===== src/logic/conv_pkg.sv =====
package conv_pkg;

	////////////////////////////////////////////////////////////////////////////
	// Data widths

	// Unsigned pixel, signed weight
	localparam int PXL_WIDTH = 8;
	localparam int WT_WIDTH  = 8;
	// Partial sums and results
	localparam int ACC_WIDTH = 20;

	////////////////////////////////////////////////////////////////////////////
	// Layer geometry

	localparam int IMAGE_WIDTH = 4;
	localparam int IMAGE_SIZE  = IMAGE_WIDTH * IMAGE_WIDTH;
	localparam int IN_CH       = 2;
	localparam int OUT_CH      = 3;
	// One frame holds every input channel, channel-major
	localparam int FRAME_DEPTH = IN_CH * IMAGE_SIZE;

	// Index widths
	localparam int ADDR_WIDTH    = 5;
	localparam int POS_WIDTH     = 4;
	localparam int IC_WIDTH      = 1;
	localparam int OC_WIDTH      = 2;
	localparam int WT_ADDR_WIDTH = 3;
	localparam int WT_COUNT      = OUT_CH * IN_CH;

	////////////////////////////////////////////////////////////////////////////
	// Replay control

	// Idle cycles between two passes
	localparam int GAP_CYCLES = 4;
	localparam int GAP_WIDTH  = 2;

	typedef enum logic [1:0] {
		st_idle,
		st_load,
		st_play,
		st_gap
	} replay_state_t;

endpackage


===== src/logic/channel_accumulator.sv =====
`timescale 1ns/1ps

module channel_accumulator (
	input  logic                                  clk,
	input  logic                                  reset,
	input  logic                                  rd_valid,
	input  logic [conv_pkg::PXL_WIDTH-1:0]        rd_pixel,
	input  logic [conv_pkg::IC_WIDTH-1:0]         rd_ic,
	input  logic [conv_pkg::OC_WIDTH-1:0]         rd_oc,
	input  logic [conv_pkg::POS_WIDTH-1:0]        rd_pos,
	input  logic signed [conv_pkg::WT_WIDTH-1:0]  wt_value,
	output logic                                  res_valid,
	output logic signed [conv_pkg::ACC_WIDTH-1:0] res_data,
	output logic [conv_pkg::OC_WIDTH-1:0]         res_oc,
	output logic [conv_pkg::POS_WIDTH-1:0]        res_pos
);
	import conv_pkg::*;

	// Pixel is unsigned, so widen with a zero sign bit
	logic signed [PXL_WIDTH:0] pxl_s;

	logic                        s1_valid;
	logic signed [ACC_WIDTH-1:0] s1_prod;
	logic [IC_WIDTH-1:0]         s1_ic;
	logic [OC_WIDTH-1:0]         s1_oc;
	logic [POS_WIDTH-1:0]        s1_pos;

	// One partial sum per pixel position
	logic signed [ACC_WIDTH-1:0] psum [IMAGE_SIZE];
	logic signed [ACC_WIDTH-1:0] sum_next;
	logic                        first_ic;
	logic                        last_ic;

	////////////////////////////////////////////////////////////////////////////
	// Stage 1, multiply

	assign pxl_s = $signed({1'b0, rd_pixel});

	always_ff @(posedge clk) begin
		if (reset) begin
			s1_valid <= 1'b0;
		end else begin
			s1_valid <= rd_valid;
		end
	end

	always_ff @(posedge clk) begin
		if (rd_valid) begin
			s1_prod <= ACC_WIDTH'(pxl_s) * ACC_WIDTH'(wt_value);
			s1_ic   <= rd_ic;
			s1_oc   <= rd_oc;
			s1_pos  <= rd_pos;
		end
	end

	////////////////////////////////////////////////////////////////////////////
	// Stage 2, accumulate over input channels

	assign first_ic = (s1_ic == '0);
	assign last_ic  = (s1_ic == IC_WIDTH'(IN_CH - 1));

	// First channel starts a fresh sum
	assign sum_next = first_ic ? s1_prod : psum[s1_pos] + s1_prod;

	always_ff @(posedge clk) begin
		if (s1_valid) begin
			psum[s1_pos] <= sum_next;
		end
	end

	always_ff @(posedge clk) begin
		if (reset) begin
			res_valid <= 1'b0;
		end else begin
			res_valid <= s1_valid && last_ic;
		end
	end

	// Completed sum leaves with its indices
	always_ff @(posedge clk) begin
		if (s1_valid && last_ic) begin
			res_data <= sum_next;
			res_oc   <= s1_oc;
			res_pos  <= s1_pos;
		end
	end

endmodule


===== src/logic/conv_layer_top.sv =====
`timescale 1ns/1ps

module conv_layer_top (
	input  logic                                  clk,
	input  logic                                  reset,
	input  logic                                  wt_we,
	input  logic [conv_pkg::WT_ADDR_WIDTH-1:0]    wt_addr,
	input  logic signed [conv_pkg::WT_WIDTH-1:0]  wt_data,
	input  logic                                  pxl_valid,
	input  logic [conv_pkg::PXL_WIDTH-1:0]        pxl_data,
	output logic                                  res_valid,
	output logic signed [conv_pkg::ACC_WIDTH-1:0] res_data,
	output logic [conv_pkg::OC_WIDTH-1:0]         res_oc,
	output logic [conv_pkg::POS_WIDTH-1:0]        res_pos,
	output logic                                  busy,
	output logic                                  done
);
	import conv_pkg::*;

	// Replay bus
	logic                       rd_valid;
	logic [PXL_WIDTH-1:0]       rd_pixel;
	logic [IC_WIDTH-1:0]        rd_ic;
	logic [OC_WIDTH-1:0]        rd_oc;
	logic [POS_WIDTH-1:0]       rd_pos;
	logic signed [WT_WIDTH-1:0] wt_value;

	replay_buffer u_replay_buffer (
		.clk      (clk),
		.reset    (reset),
		.pxl_valid(pxl_valid),
		.pxl_data (pxl_data),
		.rd_valid (rd_valid),
		.rd_pixel (rd_pixel),
		.rd_ic    (rd_ic),
		.rd_oc    (rd_oc),
		.rd_pos   (rd_pos),
		.busy     (busy),
		.done     (done)
	);

	weight_store u_weight_store (
		.clk     (clk),
		.reset   (reset),
		.wt_we   (wt_we),
		.wt_addr (wt_addr),
		.wt_data (wt_data),
		.rd_oc   (rd_oc),
		.rd_ic   (rd_ic),
		.wt_value(wt_value)
	);

	channel_accumulator u_channel_accumulator (
		.clk      (clk),
		.reset    (reset),
		.rd_valid (rd_valid),
		.rd_pixel (rd_pixel),
		.rd_ic    (rd_ic),
		.rd_oc    (rd_oc),
		.rd_pos   (rd_pos),
		.wt_value (wt_value),
		.res_valid(res_valid),
		.res_data (res_data),
		.res_oc   (res_oc),
		.res_pos  (res_pos)
	);

endmodule


===== src/logic/frame_ram.sv =====
`timescale 1ns/1ps

module frame_ram (
	input  logic                            clk,
	input  logic                            ram_en,
	input  logic                            ram_we,
	input  logic [conv_pkg::ADDR_WIDTH-1:0] ram_addr,
	input  logic [conv_pkg::PXL_WIDTH-1:0]  ram_wdata,
	output logic [conv_pkg::PXL_WIDTH-1:0]  ram_rdata
);
	import conv_pkg::*;

	// One full frame, all input channels
	logic [PXL_WIDTH-1:0] mem [FRAME_DEPTH];

	// Single port, read-first on a write
	always_ff @(posedge clk) begin
		if (ram_en) begin
			if (ram_we) begin
				mem[ram_addr] <= ram_wdata;
			end
			ram_rdata <= mem[ram_addr];
		end
	end

endmodule


===== src/logic/replay_buffer.sv =====
`timescale 1ns/1ps

module replay_buffer (
	input  logic                           clk,
	input  logic                           reset,
	input  logic                           pxl_valid,
	input  logic [conv_pkg::PXL_WIDTH-1:0] pxl_data,
	output logic                           rd_valid,
	output logic [conv_pkg::PXL_WIDTH-1:0] rd_pixel,
	output logic [conv_pkg::IC_WIDTH-1:0]  rd_ic,
	output logic [conv_pkg::OC_WIDTH-1:0]  rd_oc,
	output logic [conv_pkg::POS_WIDTH-1:0] rd_pos,
	output logic                           busy,
	output logic                           done
);
	import conv_pkg::*;

	replay_state_t state;

	logic [ADDR_WIDTH-1:0] addr;
	logic [OC_WIDTH-1:0]   pass;
	logic [GAP_WIDTH-1:0]  gap_cnt;

	logic                 wr_pend;
	logic [PXL_WIDTH-1:0] pxl_data_q;

	logic last_addr;
	logic last_pass;
	logic load_full;
	logic accept;
	logic rd_issue;

	logic ram_en;
	logic ram_we;

	////////////////////////////////////////////////////////////////////////////
	// Input side

	assign last_addr = (addr == ADDR_WIDTH'(FRAME_DEPTH - 1));
	assign last_pass = (pass == OC_WIDTH'(OUT_CH - 1));

	// Final write of the frame happens this cycle
	assign load_full = wr_pend && last_addr;

	// Strobes only count while a frame is being loaded
	assign accept = pxl_valid &&
		((state == st_idle) || ((state == st_load) && !load_full));

	// Pixel sits one cycle in a register before the RAM write
	always_ff @(posedge clk) begin
		if (accept) begin
			pxl_data_q <= pxl_data;
		end
	end

	always_ff @(posedge clk) begin
		if (reset) begin
			wr_pend <= 1'b0;
		end else begin
			wr_pend <= accept;
		end
	end

	////////////////////////////////////////////////////////////////////////////
	// Load and replay sequencing

	always_ff @(posedge clk) begin
		if (reset) begin
			state   <= st_idle;
			addr    <= '0;
			pass    <= '0;
			gap_cnt <= '0;
		end else begin
			case (state)
				st_idle: begin
					addr <= '0;
					pass <= '0;
					if (accept) begin
						state <= st_load;
					end
				end
				st_load: begin
					if (wr_pend) begin
						if (last_addr) begin
							addr  <= '0;
							state <= st_play;
						end else begin
							addr <= addr + 1'b1;
						end
					end
				end
				st_play: begin
					// One read per cycle, whole frame per pass
					if (last_addr) begin
						addr <= '0;
						if (last_pass) begin
							state <= st_idle;
						end else begin
							state   <= st_gap;
							gap_cnt <= '0;
						end
					end else begin
						addr <= addr + 1'b1;
					end
				end
				st_gap: begin
					if (gap_cnt == GAP_WIDTH'(GAP_CYCLES - 1)) begin
						state <= st_play;
						pass  <= pass + 1'b1;
					end else begin
						gap_cnt <= gap_cnt + 1'b1;
					end
				end
				default: begin
					state <= st_idle;
				end
			endcase
		end
	end

	assign rd_issue = (state == st_play);
	assign busy     = (state != st_idle);

	// Write only happens while loading
	assign ram_we = wr_pend;
	assign ram_en = ram_we || rd_issue;

	frame_ram u_frame_ram (
		.clk      (clk),
		.ram_en   (ram_en),
		.ram_we   (ram_we),
		.ram_addr (addr),
		.ram_wdata(pxl_data_q),
		.ram_rdata(rd_pixel)
	);

	////////////////////////////////////////////////////////////////////////////
	// Output side, aligned with the RAM read latency

	always_ff @(posedge clk) begin
		if (reset) begin
			rd_valid <= 1'b0;
			done     <= 1'b0;
		end else begin
			rd_valid <= rd_issue;
			done     <= rd_issue && last_addr && last_pass;
		end
	end

	// Channel is the upper address bit, position the rest
	always_ff @(posedge clk) begin
		if (rd_issue) begin
			rd_ic  <= addr[ADDR_WIDTH-1 -: IC_WIDTH];
			rd_pos <= addr[POS_WIDTH-1:0];
			rd_oc  <= pass;
		end
	end

endmodule


===== src/logic/weight_store.sv =====
`timescale 1ns/1ps

module weight_store (
	input  logic                                  clk,
	input  logic                                  reset,
	input  logic                                  wt_we,
	input  logic [conv_pkg::WT_ADDR_WIDTH-1:0]    wt_addr,
	input  logic signed [conv_pkg::WT_WIDTH-1:0]  wt_data,
	input  logic [conv_pkg::OC_WIDTH-1:0]         rd_oc,
	input  logic [conv_pkg::IC_WIDTH-1:0]         rd_ic,
	output logic signed [conv_pkg::WT_WIDTH-1:0]  wt_value
);
	import conv_pkg::*;

	// Indexed by output channel times IN_CH plus input channel
	logic signed [WT_WIDTH-1:0] wt_mem [WT_COUNT];
	logic [WT_ADDR_WIDTH-1:0]   rd_addr;

	always_ff @(posedge clk) begin
		if (reset) begin
			for (int i = 0; i < WT_COUNT; i++) begin
				wt_mem[i] <= '0;
			end
		end else if (wt_we && (wt_addr < WT_ADDR_WIDTH'(WT_COUNT))) begin
			wt_mem[wt_addr] <= wt_data;
		end
	end

	// Lookup for the pixel currently on the replay bus
	assign rd_addr  = WT_ADDR_WIDTH'(rd_oc * IN_CH + rd_ic);
	assign wt_value = wt_mem[rd_addr];

endmodule


===== config.mk =====
export PLATFORM = sky130hd
export DESIGN_NAME = conv_layer_top
export DESIGN_NICKNAME = d
export VERILOG_FILES = /design/src/logic/conv_pkg.sv /design/src/logic/channel_accumulator.sv /design/src/logic/conv_layer_top.sv /design/src/logic/frame_ram.sv /design/src/logic/replay_buffer.sv /design/src/logic/weight_store.sv
export SDC_FILE = /design/constraint.sdc
export NUM_CORES = 1
export LEC_CHECK = 0
export BUFFER_PORTS_ARGS = -buffer_cell sky130_fd_sc_hd__buf_2
export CAP_MARGIN = 20
export CORE_MARGIN = 5
export CORE_UTILIZATION = 55
export CTS_BUF_LIST = sky130_fd_sc_hd__clkbuf_4
export DETAILED_ROUTE_END_ITERATION = 8
export GPL_ROUTABILITY_DRIVEN = 0
export PLACE_DENSITY = 0.71
export SLEW_MARGIN = 20
export SYNTH_ARGS = -nofsm -noshare
export SYNTH_HDL_FRONTEND = slang
export SYNTH_SLANG_ARGS = --single-unit

===== constraint.sdc =====
create_clock -name clk -period 7.2 [get_ports clk]
set_input_delay 1.44 -clock clk [delete_from_list [all_inputs] [get_ports clk]]
set_output_delay 1.44 -clock clk [all_outputs]
set_load 0.01 [all_outputs]

==> flow_metrics.tcl, run 1 <==
set metrics [dict create \
    drt-vias-per-instance 5.810 \
    cts_made_buffers 179 \
    cts_sinks 733 \
    cts_hold_buf 0 \
    syn_to_final_growth_pct 11.98 \
    p_leak_nw 11.94 \
    outcome "complete, no violations" \
    synth_edf_count 713 \
    post-route-drc-count 0 \
    grt_pass1_vias 16750 \
    critical_path_class "register to register" \
    io_pins 52 \
    die_x_um 247.9 \
    antenna_found_initial 2 \
    cp_max_fo 15 \
    yosysSeqAreaShare 0.7009 \
    synth_area_mm2 0.03112 \
    firstDrtPassIters 7 \
    cts_resized 0 \
    async_reset_ff_frac 0 \
    hpwl_um 38950 \
    synth.distinct_cells 63 \
    start_util 0.5540 \
    synthFlopType "edfxtp_1" \
    worst_path_max_delay_cell "edfxtp_1" \
    setup_viol 0 \
    clk_latency_ps 980 \
    netlist_instances 1666 \
    hp-class "register to register" \
    period_share 0.8624 \
    fin_skew_ps 65.16 \
    avgSynthCellArea_um2 18.68 \
    grt_max_degree 71 \
    overflow 0 \
    crit_path_end_kind "register" \
    crit_chain "mux4_2 -> mux2i_1 -> nor2b_1 -> fa_1 -> inv_1 -> fa_1 -> inv_1 -> fa_1 -> inv_1 -> fa_1 -> inv_1 -> ha_1 -> o21ai_0 -> a21boi_0 -> o21ai_0 -> a211o_1 -> o21ai_0 -> xnor2_1" \
    fin_area_mm2 0.03485 \
    core_area_mm2 0.05617 \
    drt_iter0_markers 1286 \
    max_stage_delay_ps 920 \
    required_ps 7900 \
    cap_viol_max_count 0 \
    cp_top_family "adder cells" \
    grt_first_pass_wirelength_um 98430 \
    critical_path_arrival_ps 6910 \
    utilization 0.6204 \
    fin_nets 2028 \
    port_buffers 51 \
    total_power_mw 10.74 \
    crit_buf_inv 4 \
    final_layout_size_suffix_gt1_frac 0.2961 \
    synth-seq-cells 733 \
    start_kind "register" \
    die_height_um 247.9 \
    root_buffer "clkbuf_4" \
    clock_path_buffers 3 \
    postCtsSetupRepairBufs 0 \
    grt_usage 0.2156 \
    num_vias 16200 \
    cts_tree "yes" \
    design.die.area_mm2 0.06144 \
    hold_violations 0 \
    totalWireLength_um 64350 \
    slew_violations 0 \
    fin_setup_tns_ps 0 \
    max_freq_mhz 161.0 \
    tightest_slew_ps 1076 \
    ir_worst_vdd_mv 0.2989 \
    path_clk_slew_ps 70 \
    cts_htree_levels 4 \
    wl_per_cell_um 23.07 \
    rsz0062_at_grt "no" \
    ant_nets 0 \
    fill_cells 4064 \
    slew_headroom 0.2773 \
    ys_warn_count 0 \
    final.min_clock_period_ps 6209 \
    powerDensity_mw_per_mm2 308.1 \
    rows 87 \
    dpl_cell_area_mm2 0.03247 \
]
## power breakdown
group          switching (mW)  leakage, nW  total, mW  internal, mW
clock                    1.61         1.32       3.31          1.69
sequential              0.145         6.62       5.15          5.01
combinational            1.24         3.99       2.28          1.04
total                    2.99         11.9       10.7          7.75
## per-stage QoR
step	setup WS, ps	instances	hold slack, ps
after detailed placement	925.9	2460	408.0
after CTS	901.9	2779	427.3
after global placement	1125	2460	417.1
final	990.6	2789	427.5
after global routing	454.2	2789	440.3
after floorplan	1659	1681	400.3
## flip-flops by register name, indices dropped and copies added, names as in the netlist, 4 cells and up, named ones only
name,count
u_channel_accumulator.psum,320
u_channel_accumulator.res_data,20
u_channel_accumulator.res_pos,4
u_channel_accumulator.s1_pos,4
u_channel_accumulator.s1_prod,17
u_replay_buffer.addr,5
u_replay_buffer.pxl_data_q,8
u_replay_buffer.rd_pos,4
u_replay_buffer.u_frame_ram.mem,256
u_replay_buffer.u_frame_ram.ram_rdata,8
u_weight_store.wt_mem,64
## synth_stat cells, types with 3 or more instances
| library cell | n | area [um^2] |
|---|---|---|
| edfxtp_1 | 713 | 21410 |
| mux4_2 | 180 | 4054 |
| nor2_1 | 124 | 465.5 |
| inv_1 | 87 | 326.6 |
| ha_1 | 75 | 938.4 |
| nor2b_1 | 55 | 344.1 |
| fa_1 | 38 | 760.7 |
| nand2_1 | 34 | 127.6 |
| a22oi_1 | 33 | 247.7 |
| a21oi_1 | 30 | 150.1 |
| clkbuf_1 | 26 | 97.59 |
| a21o_1 | 22 | 165.2 |
| nand2b_1 | 22 | 137.6 |
| xnor2_1 | 22 | 192.7 |
| dfxtp_1 | 20 | 400.4 |
| o21ai_0 | 18 | 90.09 |
| buf_2 | 16 | 80.08 |
| mux2_2 | 16 | 180.2 |
| buf_1 | 13 | 48.80 |
| nand3_1 | 12 | 60.06 |
| nand4_1 | 12 | 75.07 |
| nor3_1 | 12 | 60.06 |
| mux2i_1 | 11 | 110.1 |
| and2_1 | 7 | 43.79 |
| and3_1 | 6 | 37.54 |
| nand3b_1 | 5 | 37.54 |
| a211oi_1 | 4 | 30.03 |
| a21boi_0 | 4 | 30.03 |
| o21bai_1 | 3 | 22.52 |
| or2_2 | 3 | 18.77 |
| or3_1 | 3 | 18.77 |
| xor2_1 | 3 | 26.28 |
## layout by cell type (no fill, tap or decap), types with 8 or more instances in the layout
cell type  count
edfxtp_1     713
clkbuf_4     259
mux4_2       180
nor2_1       112
inv_1         87
ha_1          75
nor2b_1       55
buf_2         51
clkinv_1      41
fa_1          38
nand2_1       34
a22oi_1       33
a21oi_1       28
buf_4         27
nand2b_1      22
a21o_1        22
xnor2_1       22
o21ai_0       18
mux2_2        16
conb_1        16
dfxtp_1       14
nand4_1       12
nand3_1       12
nor2_2        12
mux2i_1       11
nor3_1         8
clkinv_2       8
## routing by layer
| layer | GRT usage | vias to the layer above | part of all wire |
|---|---|---|---|
| li1 | - | 7160 | - |
| met1 | 0.2995 | 8353 | 0.41 |
| met2 | 0.3398 | 586 | 0.49 |
| met5 | 0 | - | 0 |
| met4 | 0.07751 | 0 | 0.024 |
| met3 | 0.05234 | 105 | 0.069 |
## kinds of logic after synthesis
logic type,after synthesis,synth area share
flip-flops,733,0.7009
AND/OR/NAND/NOR,308,0.04937
multiplexers,207,0.1396
buffers and inverters,144,0.01817
AO/OA/AOI/OAI,135,0.03024
adder cells (fa/ha/maj),113,0.05460
XOR/XNOR,25,0.007036
other,1,0.0001205
## final timing paths
| path | cells past startpoint | startpoint | slack (ps) | endpoint |
|---|---|---|---|---|
| worst max-delay path | 18 | u_replay_buffer.rd_ic$_DFFE_PP_ | 990 | u_channel_accumulator.s1_prod[18]$_DFFE_PP_ |
| worst min-delay path | 0 | u_channel_accumulator.s1_oc[1]$_DFFE_PP_ | 430 | u_channel_accumulator.res_oc[1]$_DFFE_PP_ |
| worst max register to register | 18 | u_replay_buffer.rd_ic$_DFFE_PP_ | 990 | u_channel_accumulator.s1_prod[18]$_DFFE_PP_ |
| worst min register to register | 0 | u_channel_accumulator.s1_oc[1]$_DFFE_PP_ | 430 | u_channel_accumulator.res_oc[1]$_DFFE_PP_ |
## layout make-up
type | count | area, um^2 | area share
tap | 756 | 945.9 | 0.02714
sequential | 733 | 21830 | 0.6263
clock buffer | 259 | 1944 | 0.05580
antenna | 3 | 7.507 | 0.0002154
clock inverter | 60 | 295.3 | 0.008474
timing repair buffer | 87 | 611.8 | 0.01756
multi-input combinational | 804 | 8890 | 0.2551
inverter | 87 | 326.6 | 0.009371
Power figures use the tool's default switching activity.
==> run 2, diff against run 1 <==
==> constraint.sdc (replaced) <==
create_clock -name clk -period 7.2 [get_ports clk]
set_input_delay 0 -clock clk [delete_from_list [all_inputs] [get_ports clk]]
set_output_delay 0 -clock clk [all_outputs]
set_load 0.01 [all_outputs]
==> flow_metrics.tcl, run 2 (synthesized netlist as in run 1, its figures left out) <==
set metrics [dict create \
    grt_pass1_vias 17070 \
    period_share 0.8682 \
    drt_iter0_markers 1293 \
    antenna_found_initial 3 \
    fin_nets 2075 \
    start_kind "register" \
    cts_tree "yes" \
    hold_violations 0 \
    cts_resized 0 \
    critical_path_arrival_ps 6950 \
    final.min_clock_period_ps 6251 \
    core_area_mm2 0.05617 \
    cts_made_buffers 179 \
    wl_per_cell_um 23.14 \
    crit_chain "mux4_2 -> mux2i_1 -> nor2b_1 -> fa_1 -> inv_1 -> fa_1 -> inv_1 -> fa_1 -> inv_1 -> fa_1 -> inv_1 -> ha_1 -> o21ai_0 -> a21boi_0 -> o21ai_0 -> a211o_1 -> o21ai_0 -> xnor2_1" \
    dr.max_layer_used "met4" \
    start_util 0.5540 \
    port_buffers 51 \
    root_buffer "clkbuf_4" \
    postCtsSetupRepairBufs 0 \
    max_freq_mhz 160.0 \
    path_clk_slew_ps 70 \
    num_vias 16460 \
    setup_viol 0 \
    tightest_slew_ps 1051 \
    final_cell_mix "edfxtp_1 (713), clkbuf_4 (259), mux4_2 (180)" \
    fin_setup_tns_ps 0 \
    hpwl_um 38950 \
    crit_path_end_kind "register" \
    fill_cells 3990 \
    fin_area_mm2 0.03533 \
    hp-class "input pin to register" \
    slew_violations 0 \
    slew_headroom 0.2938 \
    p_leak_nw 12.14 \
    post-route-drc-count 0 \
    register_area_mm2 0.02183 \
    cp_top_family "adder cells" \
    reg_top3 "u_channel_accumulator.psum (320), u_replay_buffer.u_frame_ram.mem (256), u_weight_store.wt_mem (64)" \
    ant_nets 0 \
    worst_path_max_delay_cell "edfxtp_1" \
    largest_reg_flops 320 \
    cap_viol_max_count 0 \
    io_pins 52 \
    dpl_cell_area_mm2 0.03247 \
    met1_length_um 27110 \
    dr_wl_met3_um 4392 \
    cts_hold_buf 46 \
    met2_length_um 32540 \
    design.die.area_mm2 0.06144 \
    overflow 0 \
    firstDrtPassIters 6 \
    rsz0062_at_grt "no" \
    fin_skew_ps 58.64 \
    final_common_cell "edfxtp_1" \
    drt-vias-per-instance 5.801 \
    critical_path_class "register to register" \
    grt_max_degree 71 \
    crit_buf_inv 4 \
    multiInputGateArea_mm2 0.008890 \
    ir_worst_vdd_mv 0.2983 \
    clk_latency_ps 980 \
    totalWireLength_um 65650 \
    grt_usage 0.2193 \
    outcome "complete, no violations" \
    max_stage_delay_ps 940 \
    rows 87 \
    final_layout_size_suffix_gt1_frac 0.2898 \
    clock_path_buffers 3 \
    cts_sinks 733 \
    powerDensity_mw_per_mm2 304.6 \
    cp_max_fo 15 \
    required_ps 7900 \
    cts_htree_levels 4 \
    die_height_um 247.9 \
    die_x_um 247.9 \
    total_power_mw 10.76 \
    grt_first_pass_wirelength_um 100100 \
    regMostFlops "u_channel_accumulator.psum" \
    whs_ps 161.8 \
    syn_to_final_growth_pct 13.53 \
]
run 2: path summary, 6_finish.rpt:
| path | endpoint | cells after the start | startpoint | slack, ps |
|---|---|---|---|---|
| worst max-delay path | u_channel_accumulator.s1_prod[18]$_DFFE_PP_ | 18 | u_replay_buffer.rd_ic$_DFFE_PP_ | 950 |
| worst min-delay path | u_replay_buffer.pxl_data_q[2]$_DFFE_PP_ | 3 | pxl_valid | 160 |
| worst max register to register | u_channel_accumulator.s1_prod[18]$_DFFE_PP_ | 18 | u_replay_buffer.rd_ic$_DFFE_PP_ | 950 |
| worst min register to register | u_channel_accumulator.res_oc[1]$_DFFE_PP_ | 0 | u_channel_accumulator.s1_oc[1]$_DFFE_PP_ | 420 |
run 2: report_power, final:
group,internal (mW),switching [mW],leakage (nW)
registers,5.01,0.146,6.62
clock network,1.69,1.61,1.32
logic,1.06,1.24,4.19
total,7.76,3.00,12.1
run 2: final cells by class:
type | count | share of cell area
clock buffers | 259 | 0.05503
diodes | 4 | 0.0002833
multi-input cells | 804 | 0.2516
well taps | 756 | 0.02677
inverters | 87 | 0.009243
clock inverters | 60 | 0.008358
flip-flops and latches | 733 | 0.6178
repair buffers | 134 | 0.03092
run 2: worst min-delay path: stages:
cell and delay, ps:
dlygate4sd3_1 530, buf_2 130, o21a_1 250
run 2: metal layers:
metal,GRT usage,vias to the layer above
li1,-,7269
met1,0.3008,8477
met2,0.3469,601
met3,0.05514,111
met4,0.08110,0
met5,0,-
run 2: per-stage QoR:
step                      setup WS [ps]    util  cells
after global placement             1125  0.5777   2460
after CTS                         901.9  0.6261   2825
after global routing              436.7  0.6290   2837
after floorplan                    1659       -   1681
after detailed placement          925.9  0.5780   2460
final                             949.3  0.6290   2837
